### config.mk
export PLATFORM = sky130hd
export DESIGN_NAME = lsu_load_align
export DESIGN_NICKNAME = d
export VERILOG_FILES = /design/src/common/lsu_pkg.sv /design/src/source/lsu_load_align.sv
export SDC_FILE = /design/constraint.sdc
export NUM_CORES = 1
export LEC_CHECK = 0
export BUFFER_PORTS_ARGS = -buffer_cell sky130_fd_sc_hd__buf_2
export CAP_MARGIN = 40
export CORE_MARGIN = 2
export CORE_UTILIZATION = 35
export DETAILED_ROUTE_END_ITERATION = 10
export PLACE_DENSITY = 0.59
export SLEW_MARGIN = 0
export SYNTH_ARGS = -nofsm -noshare
export SYNTH_HDL_FRONTEND = slang
export SYNTH_SLANG_ARGS = --single-unit
### constraint.sdc
create_clock -name clk -period 0.8 [get_ports clk]
set_input_delay 0.16 -clock clk [delete_from_list [all_inputs] [get_ports clk]]
set_output_delay 0.16 -clock clk [all_outputs]
set_load 0.01 [all_outputs]
### src/common/lsu_pkg.sv
// Shared types and sizes of the load/store unit
// RAM size is fixed here; upper address bits above the RAM are ignored
// Width codes follow the RV32I funct3 field of loads and stores

package lsu_pkg;

	// Data path width
	localparam int WORD_BITS = 32;

	// One data word
	// Base, offset, store data, load data and RAM contents
	typedef logic [WORD_BITS-1:0] word_t;

	// RISC-V load/store width code
	typedef logic [2:0] funct3_t;

	// Width codes, as in the funct3 field
	// Stores only use byte, halfword and word
	localparam funct3_t F3_B  = 3'd0;
	localparam funct3_t F3_H  = 3'd1;
	localparam funct3_t F3_W  = 3'd2;
	// Unsigned load variants
	localparam funct3_t F3_BU = 3'd4;
	localparam funct3_t F3_HU = 3'd5;

	// Byte lane mask, bit i enables byte i of the word
	typedef logic [3:0] byte_en_t;

	// Byte offset inside a word
	typedef logic [1:0] lane_t;

	// RAM depth in words
	localparam int MEM_WORDS = 256;

	// Word index width, log2 of MEM_WORDS
	localparam int MEM_ADDR_BITS = 8;

	// Selects one RAM word
	// Taken from the byte address just above the lane bits
	typedef logic [MEM_ADDR_BITS-1:0] mem_index_t;

	// Mask patterns for lane 0
	// Shifted up by the lane in stage 1
	localparam byte_en_t BE_BYTE = 4'b0001;
	localparam byte_en_t BE_HALF = 4'b0011;
	localparam byte_en_t BE_WORD = 4'b1111;

endpackage

### src/source/lsu_load_align.sv
// Stage 3 of the load/store pipeline
// Extracts the addressed byte or halfword and extends it per funct3
// rsp_rdata only changes for aligned loads and holds otherwise
`timescale 1ns/1ps

module lsu_load_align (
	input  logic             clk,
	input  logic             rst_n,
	input  logic             s1_valid,
	input  logic             s1_write,
	input  lsu_pkg::funct3_t s1_funct3,
	input  lsu_pkg::lane_t   s1_lane,
	input  logic             s1_misaligned,
	input  lsu_pkg::word_t   mem_rdata,
	output logic             rsp_valid,
	output lsu_pkg::word_t   rsp_rdata,
	output logic             rsp_misaligned
);

	import lsu_pkg::*;

	word_t lane_word;
	logic  [7:0]  ld_byte;
	logic  [15:0] ld_half;
	word_t load_data;
	logic  load_upd;

	// Bring the addressed lane down to bit 0
	assign lane_word = mem_rdata >> {s1_lane, 3'b000};
	assign ld_byte   = lane_word[7:0];
	assign ld_half   = lane_word[15:0];

	// Extension by width code
	always_comb
	begin
		case (s1_funct3)
			F3_B:    load_data = {{24{ld_byte[7]}}, ld_byte};
			F3_BU:   load_data = {24'd0, ld_byte};
			F3_H:    load_data = {{16{ld_half[15]}}, ld_half};
			F3_HU:   load_data = {16'd0, ld_half};
			// Word and unknown codes pass the word as is
			default: load_data = mem_rdata;
		endcase
	end

	// Capture only for aligned loads
	assign load_upd = s1_valid && !s1_write && !s1_misaligned;

	// Response strobe and flag
	always_ff @(posedge clk or negedge rst_n)
	begin
		if (!rst_n)
		begin
			rsp_valid      <= 1'b0;
			rsp_misaligned <= 1'b0;
		end
		else
		begin
			rsp_valid      <= s1_valid;
			rsp_misaligned <= s1_valid && s1_misaligned;
		end
	end

	// Load data register
	always_ff @(posedge clk)
	begin
		if (load_upd)
		begin
			rsp_rdata <= load_data;
		end
	end

endmodule

==> out/qor.csv <==
metric,value,unit
status,finished with violations,
violations,setup timing,
fp.dieH,74.5,um
grtUsageTotal,19.1,%
hp-class,input port to register,
maxCapViolations,0,
crit_start,s1_lane[0],
htreeDepth,2,
fin_crit,1.22,ns
setup_viol,66,
start_kind,input port,
fin_setup_tns,-15.97,ns
finalHoldViolCount,0,
clk_pin_slew,0.07,ns
synthMuxAreaShare,7.40,%
syn_avg_cell_area,11.8,um^2
p_leak,1.24,nW
p_switching,1.14,mW
row_count,25,
num-nets-final,313,
cp.required,0.83,ns
hpwl,3.62,mm
drc,0,
synthAdderAreaFrac,0,%
critPathCaptureType,register,
start_util,36.6,%
synth_xor_area_share,0,%
synth_top_family_by_area,compound AO/OA/AOI/OAI gates,
drive_gt1_share,59.9,%
cts_buffers,5,
grt_max_degree,33,
yosys.area_share.simple,9.63,%
grt_antenna_before_repair,0,
core_region_area,4750,um^2
fp.dieW,74.5,um
whs_endpoint,rsp_valid,
io_buffers,75,
fin_ws,-0.419,ns
die_area,5550,um^2
ys_seq_elements,34,
cts_max_path_buffers,2,
p_comb_share,25.2,%
io_pins,76,
area.growth.synth_to_final,66.2,%
final_area,2890,um^2
power_frac_seq,47.7,%
netSwitchingFraction,25.9,%
grt_pass1_wl,7.75,mm
power_frac_clock,27.1,%
fmax,820,MHz
final_cells,339,
path_max_fanout,16,
cts_tree,built,
wl_per_cell,15.2,um
fin_crit_sh,152,%
hold_depth,2,
netlist_area,1740,um^2
num_vias,1653,
crit_arrival,1.25,ns
gr-total-overflow,0,
gp_congestion,0.798,
dp_slack,-0.779,ns
vias_per_cell,4.88,
hp-start,s1_valid,
yosysWarningCount,0,
dp.cells,321,
synth_seq_area_share,58.1,%
synth-compound-area-share,20.1,%
detail_route.first_pass.iterations,5,
relSlewSlack,81.6,%
drt_wl_total,5.16,mm
synth_fp_nets,189,
criticalPathCategory,input port to register,
p_int,3.24,mW
ir_drop,0.590,mV
synthCells,147,
synth_cell_types,31,
worstMarginPinSlew,0.272,ns
drtAntennaViolNets,0,
rsz0062_at_grt,yes,
clock_sinks,34,
cts_root_buf,clkbuf_8,
place_area,2540,um^2
grt_pass1_vias,1623,
antennaDiodeCount,0,
report.final.slew_viol_count,0,
power_density,1510,nW/um^2
drt_iter0_drc,135,
-- power by group through the flow --
stage	Clock (mW)	Sequential, mW	Combinational [mW]
after floorplan	0	2.18	0.383
after global placement	0	2.13	0.896
after detailed placement	0	2.13	0.910
after CTS	1.23	2.09	1.07
after global routing	1.31	2.10	1.19
final	1.18	2.09	1.10
-- repair_timing --
action                                  CTS  global route
endpoints found under the setup margin   66            66
pin swaps                                14             2
setup buffers                             8             1
gates resized for setup                  46             4
hold endpoints to repair                  2             0
hold buffers                              1             0
-- placed cells by master (no fill, tap or decap), types with 2 or more instances in the layout --
master,synthesis,layout
inv_1,4,4
buf_2,1,71
buf_6,4,9
buf_4,0,38
clkbuf_8,0,5
a22oi_2,0,4
o21ai_0,18,8
o31ai_2,0,4
o31ai_1,7,2
o21ai_1,3,12
edfxtp_1,32,32
nand2_1,34,34
buf_8,0,4
mux2i_4,0,2
buf_12,0,4
a221oi_2,1,4
mux2_4,0,3
mux2_2,5,2
a22o_1,2,2
mux2i_1,5,3
dfrtp_1,2,2
-- cells by family (layout without fill, tap and decap cells) --
logic type      Yosys count  in the layout
mux                      11             11
buf+inv                  14            139
compound gates           48             48
flops                    34             34
simple gates             40             40
-- cells in the mapped netlist --
master | number | area, um^2
a21oi_2 | 1 | 8.76
a221oi_1 | 4 | 35.0
a221oi_2 | 1 | 15.0
a22o_1 | 2 | 17.5
a22oi_1 | 4 | 30.0
a2bb2oi_1 | 2 | 17.5
and2_1 | 1 | 6.26
buf_1 | 1 | 3.75
buf_2 | 1 | 5.00
buf_6 | 4 | 45.0
clkbuf_1 | 4 | 15.0
dfrtp_1 | 2 | 50.1
edfxtp_1 | 32 | 961
inv_1 | 4 | 15.0
mux2_2 | 5 | 56.3
mux2i_1 | 5 | 50.1
mux4_2 | 1 | 22.5
nand2_1 | 34 | 128
nand3b_1 | 1 | 7.51
nand4_1 | 1 | 6.26
nor2b_1 | 2 | 12.5
nor3b_1 | 1 | 7.51
o211a_1 | 1 | 10.0
o211ai_4 | 1 | 21.3
o21ai_0 | 18 | 90.1
o21ai_1 | 3 | 15.0
o21bai_1 | 1 | 7.51
o221a_2 | 1 | 11.3
o2bb2ai_1 | 1 | 8.76
o311ai_0 | 1 | 8.76
o31ai_1 | 7 | 52.6
-- worst max-delay path: stages --
cell      delay (ns)
buf_8           0.08
mux4_2          0.56
o211ai_4        0.21
buf_12          0.16
o21ai_0         0.08
-- metrics by stage --
stage	util (%)	hold slack, ns	power (mW)
2_1_floorplan	-	-0.136	2.56
5_1_grt	60.8	0.0968	4.60
3_3_place_gp	53.3	-0.0537	3.02
6_report	60.8	0.0925	4.38
4_1_cts	60.3	0.0817	4.39
3_5_place_dp	53.3	-0.0539	3.04
-- worst max path at each step --
stage / slack [ns] / end / depth (start not counted)
4_1_cts: -0.39 / rsp_rdata[29] / 5
5_1_grt: -0.45 / rsp_rdata[29] / 5
6_report: -0.42 / rsp_rdata[24] / 5
3_3_place_gp: -0.78 / rsp_rdata[4] / 6
2_1_floorplan: -0.69 / rsp_rdata[22] / 5
3_5_place_dp: -0.78 / rsp_rdata[30] / 5
-- cell type report --
type / instances / area, um^2
multi-input combinational: 99 / 810
fill: 425 / 1860
inverter: 4 / 15.0
timing repair buffer: 127 / 892
clock inverter: 2 / 8.76
sequential: 34 / 1010
tap: 67 / 83.8
clock buffer: 6 / 72.6
-- per-layer routing --
layer	global-route usage, %	vias up	wire length (um)
li1	-	809	-
met3	5.69	5	383
met1	23.3	770	2180
met5	0	-	0
met2	32.6	69	2540
met4	5.95	0	59
-- registers in the layout, summed over array words and instances (netlist names) --
name and cells:
rsp_rdata 32, rsp_misaligned 1, rsp_valid 1
Note: power is estimated with default switching activity, not from simulation.
