--- config.mk ---
export PLATFORM = sky130hd
export DESIGN_NAME = lsu_addr_stage
export DESIGN_NICKNAME = d
export VERILOG_FILES = /design/src/common/lsu_pkg.sv /design/src/source/lsu_addr_stage.sv
export SDC_FILE = /design/constraint.sdc
export NUM_CORES = 1
export LEC_CHECK = 0
export ABC_AREA = 1
export BUFFER_PORTS_ARGS = -buffer_cell sky130_fd_sc_hd__buf_2
export CAP_MARGIN = 15
export CORE_ASPECT_RATIO = 0.9
export CORE_UTILIZATION = 44
export DETAILED_ROUTE_END_ITERATION = 6
export GPL_ROUTABILITY_DRIVEN = 0
export MAX_ROUTING_LAYER = met4
export PLACE_DENSITY = 0.8
export SKIP_CTS_REPAIR_TIMING = 1
export SLEW_MARGIN = 5
export SYNTH_ARGS = -nofsm -noshare
export SYNTH_HDL_FRONTEND = slang
export SYNTH_SLANG_ARGS = --single-unit
--- constraint.sdc ---
create_clock -name clk -period 0.8 [get_ports clk]
set_clock_uncertainty 0.05 [all_clocks]
set_input_delay 0.16 -clock clk [delete_from_list [all_inputs] [get_ports clk]]
set_output_delay 0.16 -clock clk [all_outputs]
set_load 0.03 [all_outputs]
--- src/common/lsu_pkg.sv ---
// Shared types and sizes of the load/store unit
// RAM size is fixed here; upper address bits above the RAM are ignored
// Width codes follow the RV32I funct3 field of loads and stores

package lsu_pkg;

	// Data path width
	localparam int WORD_BITS = 32;

	// One data word
	// Base, offset, store data, load data and RAM contents
	typedef logic [WORD_BITS-1:0] word_t;

	// RISC-V load/store width code
	typedef logic [2:0] funct3_t;

	// Width codes, as in the funct3 field
	// Stores only use byte, halfword and word
	localparam funct3_t F3_B  = 3'd0;
	localparam funct3_t F3_H  = 3'd1;
	localparam funct3_t F3_W  = 3'd2;
	// Unsigned load variants
	localparam funct3_t F3_BU = 3'd4;
	localparam funct3_t F3_HU = 3'd5;

	// Byte lane mask, bit i enables byte i of the word
	typedef logic [3:0] byte_en_t;

	// Byte offset inside a word
	typedef logic [1:0] lane_t;

	// RAM depth in words
	localparam int MEM_WORDS = 256;

	// Word index width, log2 of MEM_WORDS
	localparam int MEM_ADDR_BITS = 8;

	// Selects one RAM word
	// Taken from the byte address just above the lane bits
	typedef logic [MEM_ADDR_BITS-1:0] mem_index_t;

	// Mask patterns for lane 0
	// Shifted up by the lane in stage 1
	localparam byte_en_t BE_BYTE = 4'b0001;
	localparam byte_en_t BE_HALF = 4'b0011;
	localparam byte_en_t BE_WORD = 4'b1111;

endpackage

--- src/source/lsu_addr_stage.sv ---
// Stage 1 of the load/store pipeline, one request per cycle, no stall
// Store byte enables are zero for loads and for misaligned stores
// Upper address bits beyond the RAM index are dropped, so accesses wrap
`timescale 1ns/1ps

module lsu_addr_stage (
	input  logic                clk,
	input  logic                rst_n,
	input  logic                req_valid,
	input  logic                req_write,
	input  lsu_pkg::funct3_t    req_funct3,
	input  lsu_pkg::word_t      req_base,
	input  lsu_pkg::word_t      req_offset,
	input  lsu_pkg::word_t      req_wdata,
	output logic                s1_valid,
	output logic                s1_write,
	output lsu_pkg::funct3_t    s1_funct3,
	output lsu_pkg::mem_index_t s1_index,
	output lsu_pkg::lane_t      s1_lane,
	output lsu_pkg::byte_en_t   s1_byte_en,
	output lsu_pkg::word_t      s1_wdata,
	output logic                s1_misaligned
);

	import lsu_pkg::*;

	word_t      eff_addr;
	mem_index_t index;
	lane_t      lane;
	logic       misaligned;
	byte_en_t   lane_mask;
	byte_en_t   byte_en;
	word_t      wdata_shifted;

	// Effective byte address
	assign eff_addr = req_base + req_offset;

	// Word index sits just above the two lane bits
	assign index = eff_addr[MEM_ADDR_BITS+1:2];
	assign lane  = eff_addr[1:0];

	// Halfwords need an even lane, words need lane 0
	always_comb
	begin
		case (req_funct3)
			F3_H, F3_HU: misaligned = lane[0];
			F3_W:        misaligned = (lane != 2'd0);
			default:     misaligned = 1'b0;
		endcase
	end

	// Lane mask for the store width
	always_comb
	begin
		case (req_funct3)
			F3_B:    lane_mask = BE_BYTE << lane;
			F3_H:    lane_mask = BE_HALF << lane;
			F3_W:    lane_mask = BE_WORD;
			// Not a store width, write nothing
			default: lane_mask = '0;
		endcase
	end

	// Only a valid, aligned store writes
	assign byte_en = (req_valid && req_write && !misaligned) ? lane_mask : '0;

	// Move store data up to the addressed lane
	// Bytes outside the mask are don't care
	assign wdata_shifted = req_wdata << {lane, 3'b000};

	// Control bits
	always_ff @(posedge clk or negedge rst_n)
	begin
		if (!rst_n)
		begin
			s1_valid      <= 1'b0;
			s1_write      <= 1'b0;
			s1_byte_en    <= '0;
			s1_misaligned <= 1'b0;
		end
		else
		begin
			s1_valid      <= req_valid;
			s1_write      <= req_valid && req_write;
			s1_byte_en    <= byte_en;
			s1_misaligned <= req_valid && misaligned;
		end
	end

	// Payload, only loaded with a request
	always_ff @(posedge clk)
	begin
		if (req_valid)
		begin
			s1_funct3 <= req_funct3;
			s1_index  <= index;
			s1_lane   <= lane;
			s1_wdata  <= wdata_shifted;
		end
	end

endmodule

==> results.cfg, run 1 <==
[status]
status = finished, violations left
violations = setup timing

[drt]
vias_per_cell = 5.15
totalWireLength_mm = 8.02
final_antenna_net_count = 0
wl_per_cell_um = 16.0
drc = 0
drt_first_pass_iters = 4
num_vias = 2584
drt_iter0_drc = 76

[synth]
yosys_most_used_dff = edfxtp_1
yosysMostFrequentCell = nand2_1
synth.avg_cell_area_um2 = 9.89
synth_top_area_frac = 0.495
synth_area_um2 = 2730
synth-edff-count = 45
seq_area_frac_synth = 0.559
synth_cells = 276
async_reset_ff_frac = 0.135
synth_largest_area_cell = edfxtp_1
synth_compound_gate_area_share = 0.107
synth_area_leaders = edfxtp_1 (49%), nand2_1 (9.5%), dfrtp_1 (6.4%), ha_1 (4.6%), inv_1 (3.6%)
synth_top_family_by_area = simple AND/OR/NAND/NOR gates
synth_seq_cells = 52
synthesis.nets = 389
synthSimpleGateAreaFrac = 0.201
post_synth_most_frequent_cells = nand2_1 (69), edfxtp_1 (45), inv_1 (26)
synthAdderAreaFrac = 0.0458
synth_xor_xnor_area_share = 0.0160
synth.distinct_cells = 28
synth_mux_area_frac = 0
synth_warnings = 0

[critical_path]
cp-endpoint = s1_wdata[18]$_DFFE_PP_
end_kind = flop
critPathMaxFanout = 8
arrival_ps = 1130
crit_type = input port to flop
cp-startpoint = req_base[0]
cp.required_ps = 800
startpoint_type = input port

[sta]
tightest_slew_ps = 233
timing.hold.ws_ps = 9.14
fin_crit_sh = 1.41
fin_setup_tns_ps = -24480
slew-limit-headroom = 0.844
final_hold_viol_count = 0
drv_slew = 0
period_needed_ps = 1130
setup_ws_ps = -330
setup_viol = 98
rsz0062_at_grt = yes
fmax_mhz = 885

[global_routing]
grt_pass1_wl_mm = 10.8
overflow = 0
met1_usage = 0.249
use_met3 = 0.0441
grt.met2_usage = 0.383
grt_pass1_vias = 2373
grt.busiest_layer = met2
grt_usage = 0.218
antenna_found_initial = 0
grt_max_degree = 32

[min_path]
min_from = req_funct3[1]
hold_class = input port to flop

[layout]
fin_cells = 502
nets = 544
finish.instance_area_um2 = 4600
drive_gt1_frac = 0.569
n_antenna_cell = 0
syn_to_final_growth_pct = 68.4
post-route-util = 0.789

[floorplanning]
row_count = 26
fp.dieH_um = 76.7
initial_core_util = 0.469
boundaryPins = 155
design.core.area_um2 = 5820
die_area_um2 = 6520
chipWidth_um = 85.0

[power_and_ir_drop]
power_density_nw_per_um2 = 1860
p_leak_nw = 2.07
total_power_mw = 8.55
vdd_drop_max_mv = 1.36

[clock_network]
numCtsBuffers = 5
cts.htree.levels = 2
cts_tree = done
cts_num_sinks = 52
path_clk_slew_ps = 90
clockBufferDepth = 2
cts-root-buf = clkbuf_8

[placement]
dp.cells = 482
dpl_cell_area_um2 = 3780
portBuffers = 110
post-place-ws_ps = -679
hpwl_mm = 5.27

[run]
drv_cap = 0
[worst max-delay path: stages]
cell      delay [ps]
buf_8            100
ha_4             330
buf_8            160
clkinv_8          70
buf_6            110
a21oi_2          120
a31oi_1           60
[worst min-delay path by stage]
stage	end	depth (start not counted)
detailed placement	s1_valid$_DFF_PN0_	1
global placement	s1_valid$_DFF_PN0_	1
global route	s1_funct3[1]$_DFFE_PP_	1
finish	s1_funct3[1]$_DFFE_PP_	1
CTS	s1_valid$_DFF_PN0_	1
floorplan	s1_byte_en[0]$_DFF_PN0_	0
[cell families after synthesis]
logic type | count (synthesis)
compound gates | 50
buf+inv | 37
flops | 52
fa+ha+maj | 10
xor+xnor | 5
simple gates | 122
[layout make-up]
class | instances | area [µm²]
Clock buffer | 6 | 72.6
Clock inverter | 2 | 35.0
Fill cell | 348 | 1230
Inverter | 27 | 114
Multi-Input combinational cell | 188 | 1380
Sequential cell | 52 | 1530
Tap cell | 70 | 87.6
Timing Repair Buffer | 155 | 1360
Timing Repair inverter | 2 | 17.5
[registers in the layout, indices dropped and copies added, names as in the netlist]
| register | cells |
|---|---|
| s1_byte_en | 4 |
| s1_index | 8 |
| s1_wdata | 32 |
| s1_lane | 2 |
| s1_misaligned | 1 |
| s1_write | 1 |
| s1_funct3 | 3 |
| s1_valid | 1 |
[power breakdown]
group	switching, mW	leakage, nW	internal (mW)	total, mW
combinational	1.77	1.48	1.48	3.25
clock	0.868	0.0552	0.930	1.80
sequential	0.152	0.530	3.34	3.50
[metal layers]
layer,wire length [µm],vias to the layer above
li1,-,1254
met1,3110,1207
met2,4310,104
met3,414,19
met4,181,0
met5,0,-
[placed cells by master, fill, tap and decap left out, drive strengths merged, types with 2 or more instances in the layout]
cell,instances
buf,154
nand2,75
edfxtp,45
inv,28
nor2,23
a21oi,16
o21ai,16
nand3,15
ha,10
o211ai,8
a31oi,8
or2,8
dfrtp,7
clkbuf,6
xor2,5
clkinv,2
Power figures use the tool's default switching activity.
==> run 2: changes to the inputs <==
--- a/config.mk
+++ b/config.mk
@@ -16,3 +16,2 @@
 export PLACE_DENSITY = 0.8
-export SKIP_CTS_REPAIR_TIMING = 1
 export SLEW_MARGIN = 5
==> constraint.sdc (replaced) <==
create_clock -name clk -period 0.8 [get_ports clk]
set_clock_uncertainty 0.05 [all_clocks]
set_input_delay 0.04 -clock clk [delete_from_list [all_inputs] [get_ports clk]]
set_output_delay 0.04 -clock clk [all_outputs]
set_load 0.03 [all_outputs]
==> run 2 against run 1 <==
The flow still finishes with violations (setup timing). Critical path depth is 1 higher. First-iteration DRC count is 26% higher. Utilization is 2.6 points higher. Final area is 3.3% higher. Critical endpoint is now s1_wdata[24]$_DFFE_PP_. Largest cell class unchanged. Highest routed layer unchanged.
==> results.cfg, run 2 (synthesized netlist as in run 1, its figures left out) <==
[layout]
n_antenna_cell = 0
regMostFlops = s1_wdata
nets = 546
final_cell_mix = buf_6 (66), buf_2 (50), nand2_1 (49), edfxtp_1 (45), buf_4 (28)
largest_reg_flops = 32
nFillCells = 315
layout_commonest_cell = buf_6
drive_gt1_frac = 0.588
post-route-util = 0.815
syn_to_final_growth_pct = 73.9
finish.instance_area_um2 = 4750
largestRegisters = s1_wdata x32, s1_index x8, s1_byte_en x4

[critical_path]
crit_chain = buf_8, ha_4, inv_4, nand2_4, nand2_8, buf_12, o211ai_1, o21ai_2
startpoint_type = input port
critical_path.n_buffers_inverters = 3
end_kind = flop
critPathSlowestCell = ha_4
critPathMaxFanout = 6
arrival_ps = 1050
slowest_delay_ps = 310
cp.required_ps = 810
crit_type = input port to flop
cpLargestDelayFamily = adder cells

[placement]
post-place-ws_ps = -575
hpwl_mm = 5.26
portBuffers = 110
dpl_cell_area_um2 = 3760

[clock_network]
path_clk_slew_ps = 90
numCtsBuffers = 5
cts.htree.levels = 2
cts-root-buf = clkbuf_8
cts_tree = done
clockBufferDepth = 2
cts_num_sinks = 52

[power_and_ir_drop]
vdd_drop_max_mv = 1.09
p_leak_nw = 2.10
swShare = 0.343
pwr-share-seq = 0.411
power_density_nw_per_um2 = 1790
intPower_mw = 5.57
netSwitchingPower_mw = 2.91
combPwrFrac = 0.419
total_power_mw = 8.48
clockPowerShare = 0.170

[min_path]
hold_class = input port to flop

[drt]
drt_iter0_drc = 96
totalWireLength_mm = 8.96
drc = 0
num_vias = 2697
drt_first_pass_iters = 4
final_antenna_net_count = 0
wl_per_cell_um = 17.8
vias_per_cell = 5.35

[sta]
drv_slew = 0
fin_crit_sh = 1.31
final_hold_viol_count = 0
tightest_slew_ps = 261
fmax_mhz = 957
setup_ws_ps = -245
slew-limit-headroom = 0.825
rsz0062_at_grt = yes
setup_viol = 97
timing.hold.ws_ps = 3.17
period_needed_ps = 1050

[status]
status = finished, violations left
violations = setup timing

[global_routing]
overflow = 0
grt_max_degree = 32
antenna_found_initial = 0
grt_usage = 0.285
grt_pass1_vias = 2821
grt_pass1_wl_mm = 13.7

[floorplanning]
initial_core_util = 0.469
row_count = 26
design.core.area_um2 = 5820
boundaryPins = 155
die_area_um2 = 6520
chipWidth_um = 85.0
fp.dieH_um = 76.7

[run]
drv_cap = 0
## run 2: final cells by class
cell class | count | area [µm²] | share of cell area
flip-flops and latches | 52 | 1530 | 0.322
multi-input cells | 188 | 1480 | 0.312
repair buffers | 159 | 1460 | 0.307
inverters | 27 | 109 | 0.0229
well taps | 70 | 87.6 | 0.0185
clock buffers | 5 | 68.8 | 0.0145
clock inverters | 3 | 13.8 | 0.00290
## run 2: worst paths after layout
kind                          startpoint                 endpoint  cells after the start
worst max-delay path       req_offset[1]   s1_wdata[24]$_DFFE_PP_                      8
worst min-delay path       req_funct3[0]   s1_funct3[0]$_DFFE_PP_                      2
max in group asynchronous          rst_n  s1_byte_en[0]$_DFF_PN0_                      2
min in group asynchronous          rst_n       s1_valid$_DFF_PN0_                      2
## run 2: through the flow
step	TNS, ps	instances
final	-14170	504
after global routing	-16100	504
after CTS	-12550	501
after detailed placement	-22140	477
after global placement	-20640	477
after floorplan	-11250	276
## run 2: metal layers
metal / track usage / vias up / wire length, µm
li1: - / 1256 / -
met1: 0.315 / 1298 / 3470
met2: 0.485 / 106 / 4650
met3: 0.0581 / 37 / 421
met4: 0.151 / 0 / 416
met5: - / - / 0
## run 2: power by group through the flow
stage / Clock [mW] / Sequential, mW / Combinational, mW
global placement: 0 / 3.46 / 2.44
floorplan: 0 / 4.11 / 0.970
CTS: 1.45 / 3.48 / 3.32
global route: 1.58 / 3.51 / 3.73
finish: 1.44 / 3.49 / 3.55
detailed placement: 0 / 3.46 / 2.52
## run 2: what timing repair did
| item | in CTS | in global routing |
|---|---|---|
| endpoints found under the hold margin | 11 | 0 |
| resized for setup | 171 | 42 |
| gates cloned | 4 | 0 |
| buffers inserted | 9 | 5 |
| endpoints found under the setup margin | 96 | 97 |
| hold buffers | 4 | 0 |
| pin swaps | 35 | 28 |
==> run 3: changes to the inputs <==
Settings changed: CELL_PAD_IN_SITES_DETAIL_PLACEMENT from default to 0, CELL_PAD_IN_SITES_GLOBAL_PLACEMENT from default to 1, CORE_UTILIZATION 44 to 32, PLACE_DENSITY 0.8 to default, PLACE_DENSITY_LB_ADDON from default to 0.1.
==> run 3 against run 2 <==
The flow finishes with violations (hold timing, setup timing). Critical path depth down 1. Combinational power hardly changed. Worst setup slack better by 5.4 ps. Routed wire length is 14% lower. Worst hold slack worse by 18 ps. Sequential power about the same. Largest power group unchanged.
==> results.cfg, run 3 (synthesized netlist as in run 1, its figures left out) <==
[critical_path]
arrival_ps = 1050
critPathMaxFanout = 4
end_kind = flop
cp.required_ps = 810
startpoint_type = input port
crit_type = input port to flop

[placement]
hpwl_mm = 5.29
dpl_cell_area_um2 = 3800
portBuffers = 110
dp.cells = 507

[clock_network]
path_clk_slew_ps = 100
clockBufferDepth = 2
numCtsBuffers = 5
cts_tree = done
hold_buffers = 3
cts-root-buf = clkbuf_8
cts_num_sinks = 52
cts.htree.levels = 2

[layout]
n_antenna_cell = 0
layout_commonest_cell = buf_6
largestRegisters = s1_wdata x32, s1_index x8, s1_byte_en x4
fin_cells = 536
post-route-util = 0.605
final_cell_mix = buf_6 (66), buf_2 (50), nand2_1 (49), edfxtp_1 (45), buf_4 (32)
largest_reg_flops = 32
nets = 549
drive_gt1_frac = 0.597
syn_to_final_growth_pct = 80.4
finish.instance_area_um2 = 4930
regMostFlops = s1_wdata

[sta]
fmax_mhz = 962
slew-limit-headroom = 0.860
period_needed_ps = 1040
setup_viol = 96
timing.hold.ws_ps = -14.5
rsz0062_at_grt = yes
fin_crit_sh = 1.30
final_hold_viol_count = 2
tightest_slew_ps = 209
setup_ws_ps = -240
drv_slew = 0

[status]
violations = hold timing, setup timing
status = finished, violations left

[power_and_ir_drop]
power_density_nw_per_um2 = 1800
vdd_drop_max_mv = 0.771
p_leak_nw = 2.17

[global_routing]
antenna_found_initial = 0
grt_pass1_vias = 2456
overflow = 0
grt_max_degree = 32
grt_pass1_wl_mm = 11.8
grt_usage = 0.177

[floorplanning]
row_count = 31
chipWidth_um = 99.4
die_area_um2 = 8910
initial_core_util = 0.335
fp.dieH_um = 89.6
design.core.area_um2 = 8150
boundaryPins = 155

[drt]
vias_per_cell = 4.67
num_vias = 2501
drt_first_pass_iters = 4
final_antenna_net_count = 0
totalWireLength_mm = 7.67
wl_per_cell_um = 14.3
drc = 0
drt_iter0_drc = 44

[run]
drv_cap = 0

[min_path]
hold_class = input port to flop
==> run 3: cell count changes in the layout (fill, tap and decap cells not counted), sizes merged <==
cell | before | now
buf | 155 | 160
bufinv | 0 | 1
clkbuf | 5 | 6
clkinv | 3 | 1
dlygate4sd3 | 4 | 2
==> run 3: report_power, final <==
part	internal (mW)	switching, mW	total [mW]
sequential	3.34	0.145	3.49
clock	0.931	0.880	1.81
combinational	1.70	1.85	3.55
total	5.97	2.88	8.85
==> run 3: routing by layer <==
layer | track usage | up-vias | wire, µm
met5 | - | - | 0
met2 | 0.314 | 65 | 4010
li1 | - | 1263 | -
met1 | 0.215 | 1171 | 3330
met3 | 0.0325 | 2 | 295
met4 | 0.0321 | 0 | 35
==> run 3: worst max-delay path: stages <==
cell	delay, ps
buf_8	100
ha_4	280
buf_12	150
buf_6	110
or2_4	210
o211ai_1	70
o21ai_1	80
==> run 3: final timing paths <==
path | depth (start not counted) | endpoint | startpoint | slack [ps]
worst max-delay path | 7 | s1_wdata[25]$_DFFE_PP_ | req_offset[0] | -240
worst min-delay path | 2 | s1_funct3[1]$_DFFE_PP_ | req_funct3[1] | -10
max in group asynchronous | 2 | s1_valid$_DFF_PN0_ | rst_n | 510
min in group asynchronous | 2 | s1_write$_DFF_PN0_ | rst_n | 30
==> run 3: cell type report <==
type,instances,area (µm²)
clock buffer,6,72.6
timing repair buffer,162,1490
tap,99,124
sequential,52,1530
fill,699,3220
clock inverter,2,35.0
multi-input combinational,188,1560
inverter,27,116
==> run 3: per-stage QoR <==
| stage | hold WS (ps) | setup WS, ps | power [mW] | setup TNS [ps] |
|---|---|---|---|---|
| 6_report | -14.5 | -240 | 8.85 | -13120 |
| 5_1_grt | -13.1 | -244 | 9.25 | -16170 |
| 4_1_cts | -23.2 | -225 | 8.82 | -13370 |
| 3_5_place_dp | -175 | -586 | 5.98 | -20740 |
| 3_3_place_gp | -172 | -560 | 5.95 | -20270 |
| 2_1_floorplan | -306 | -380 | 5.08 | -11250 |
==> run 3: repair_timing <==
item | 4_1_cts | 5_1_grt
buffers inserted | 15 | 4
endpoints found under the hold margin | 11 | 3
setup endpoints to repair | 96 | 99
pin swaps | 40 | 25
gates cloned | 3 | 1
gates resized for setup | 188 | 30
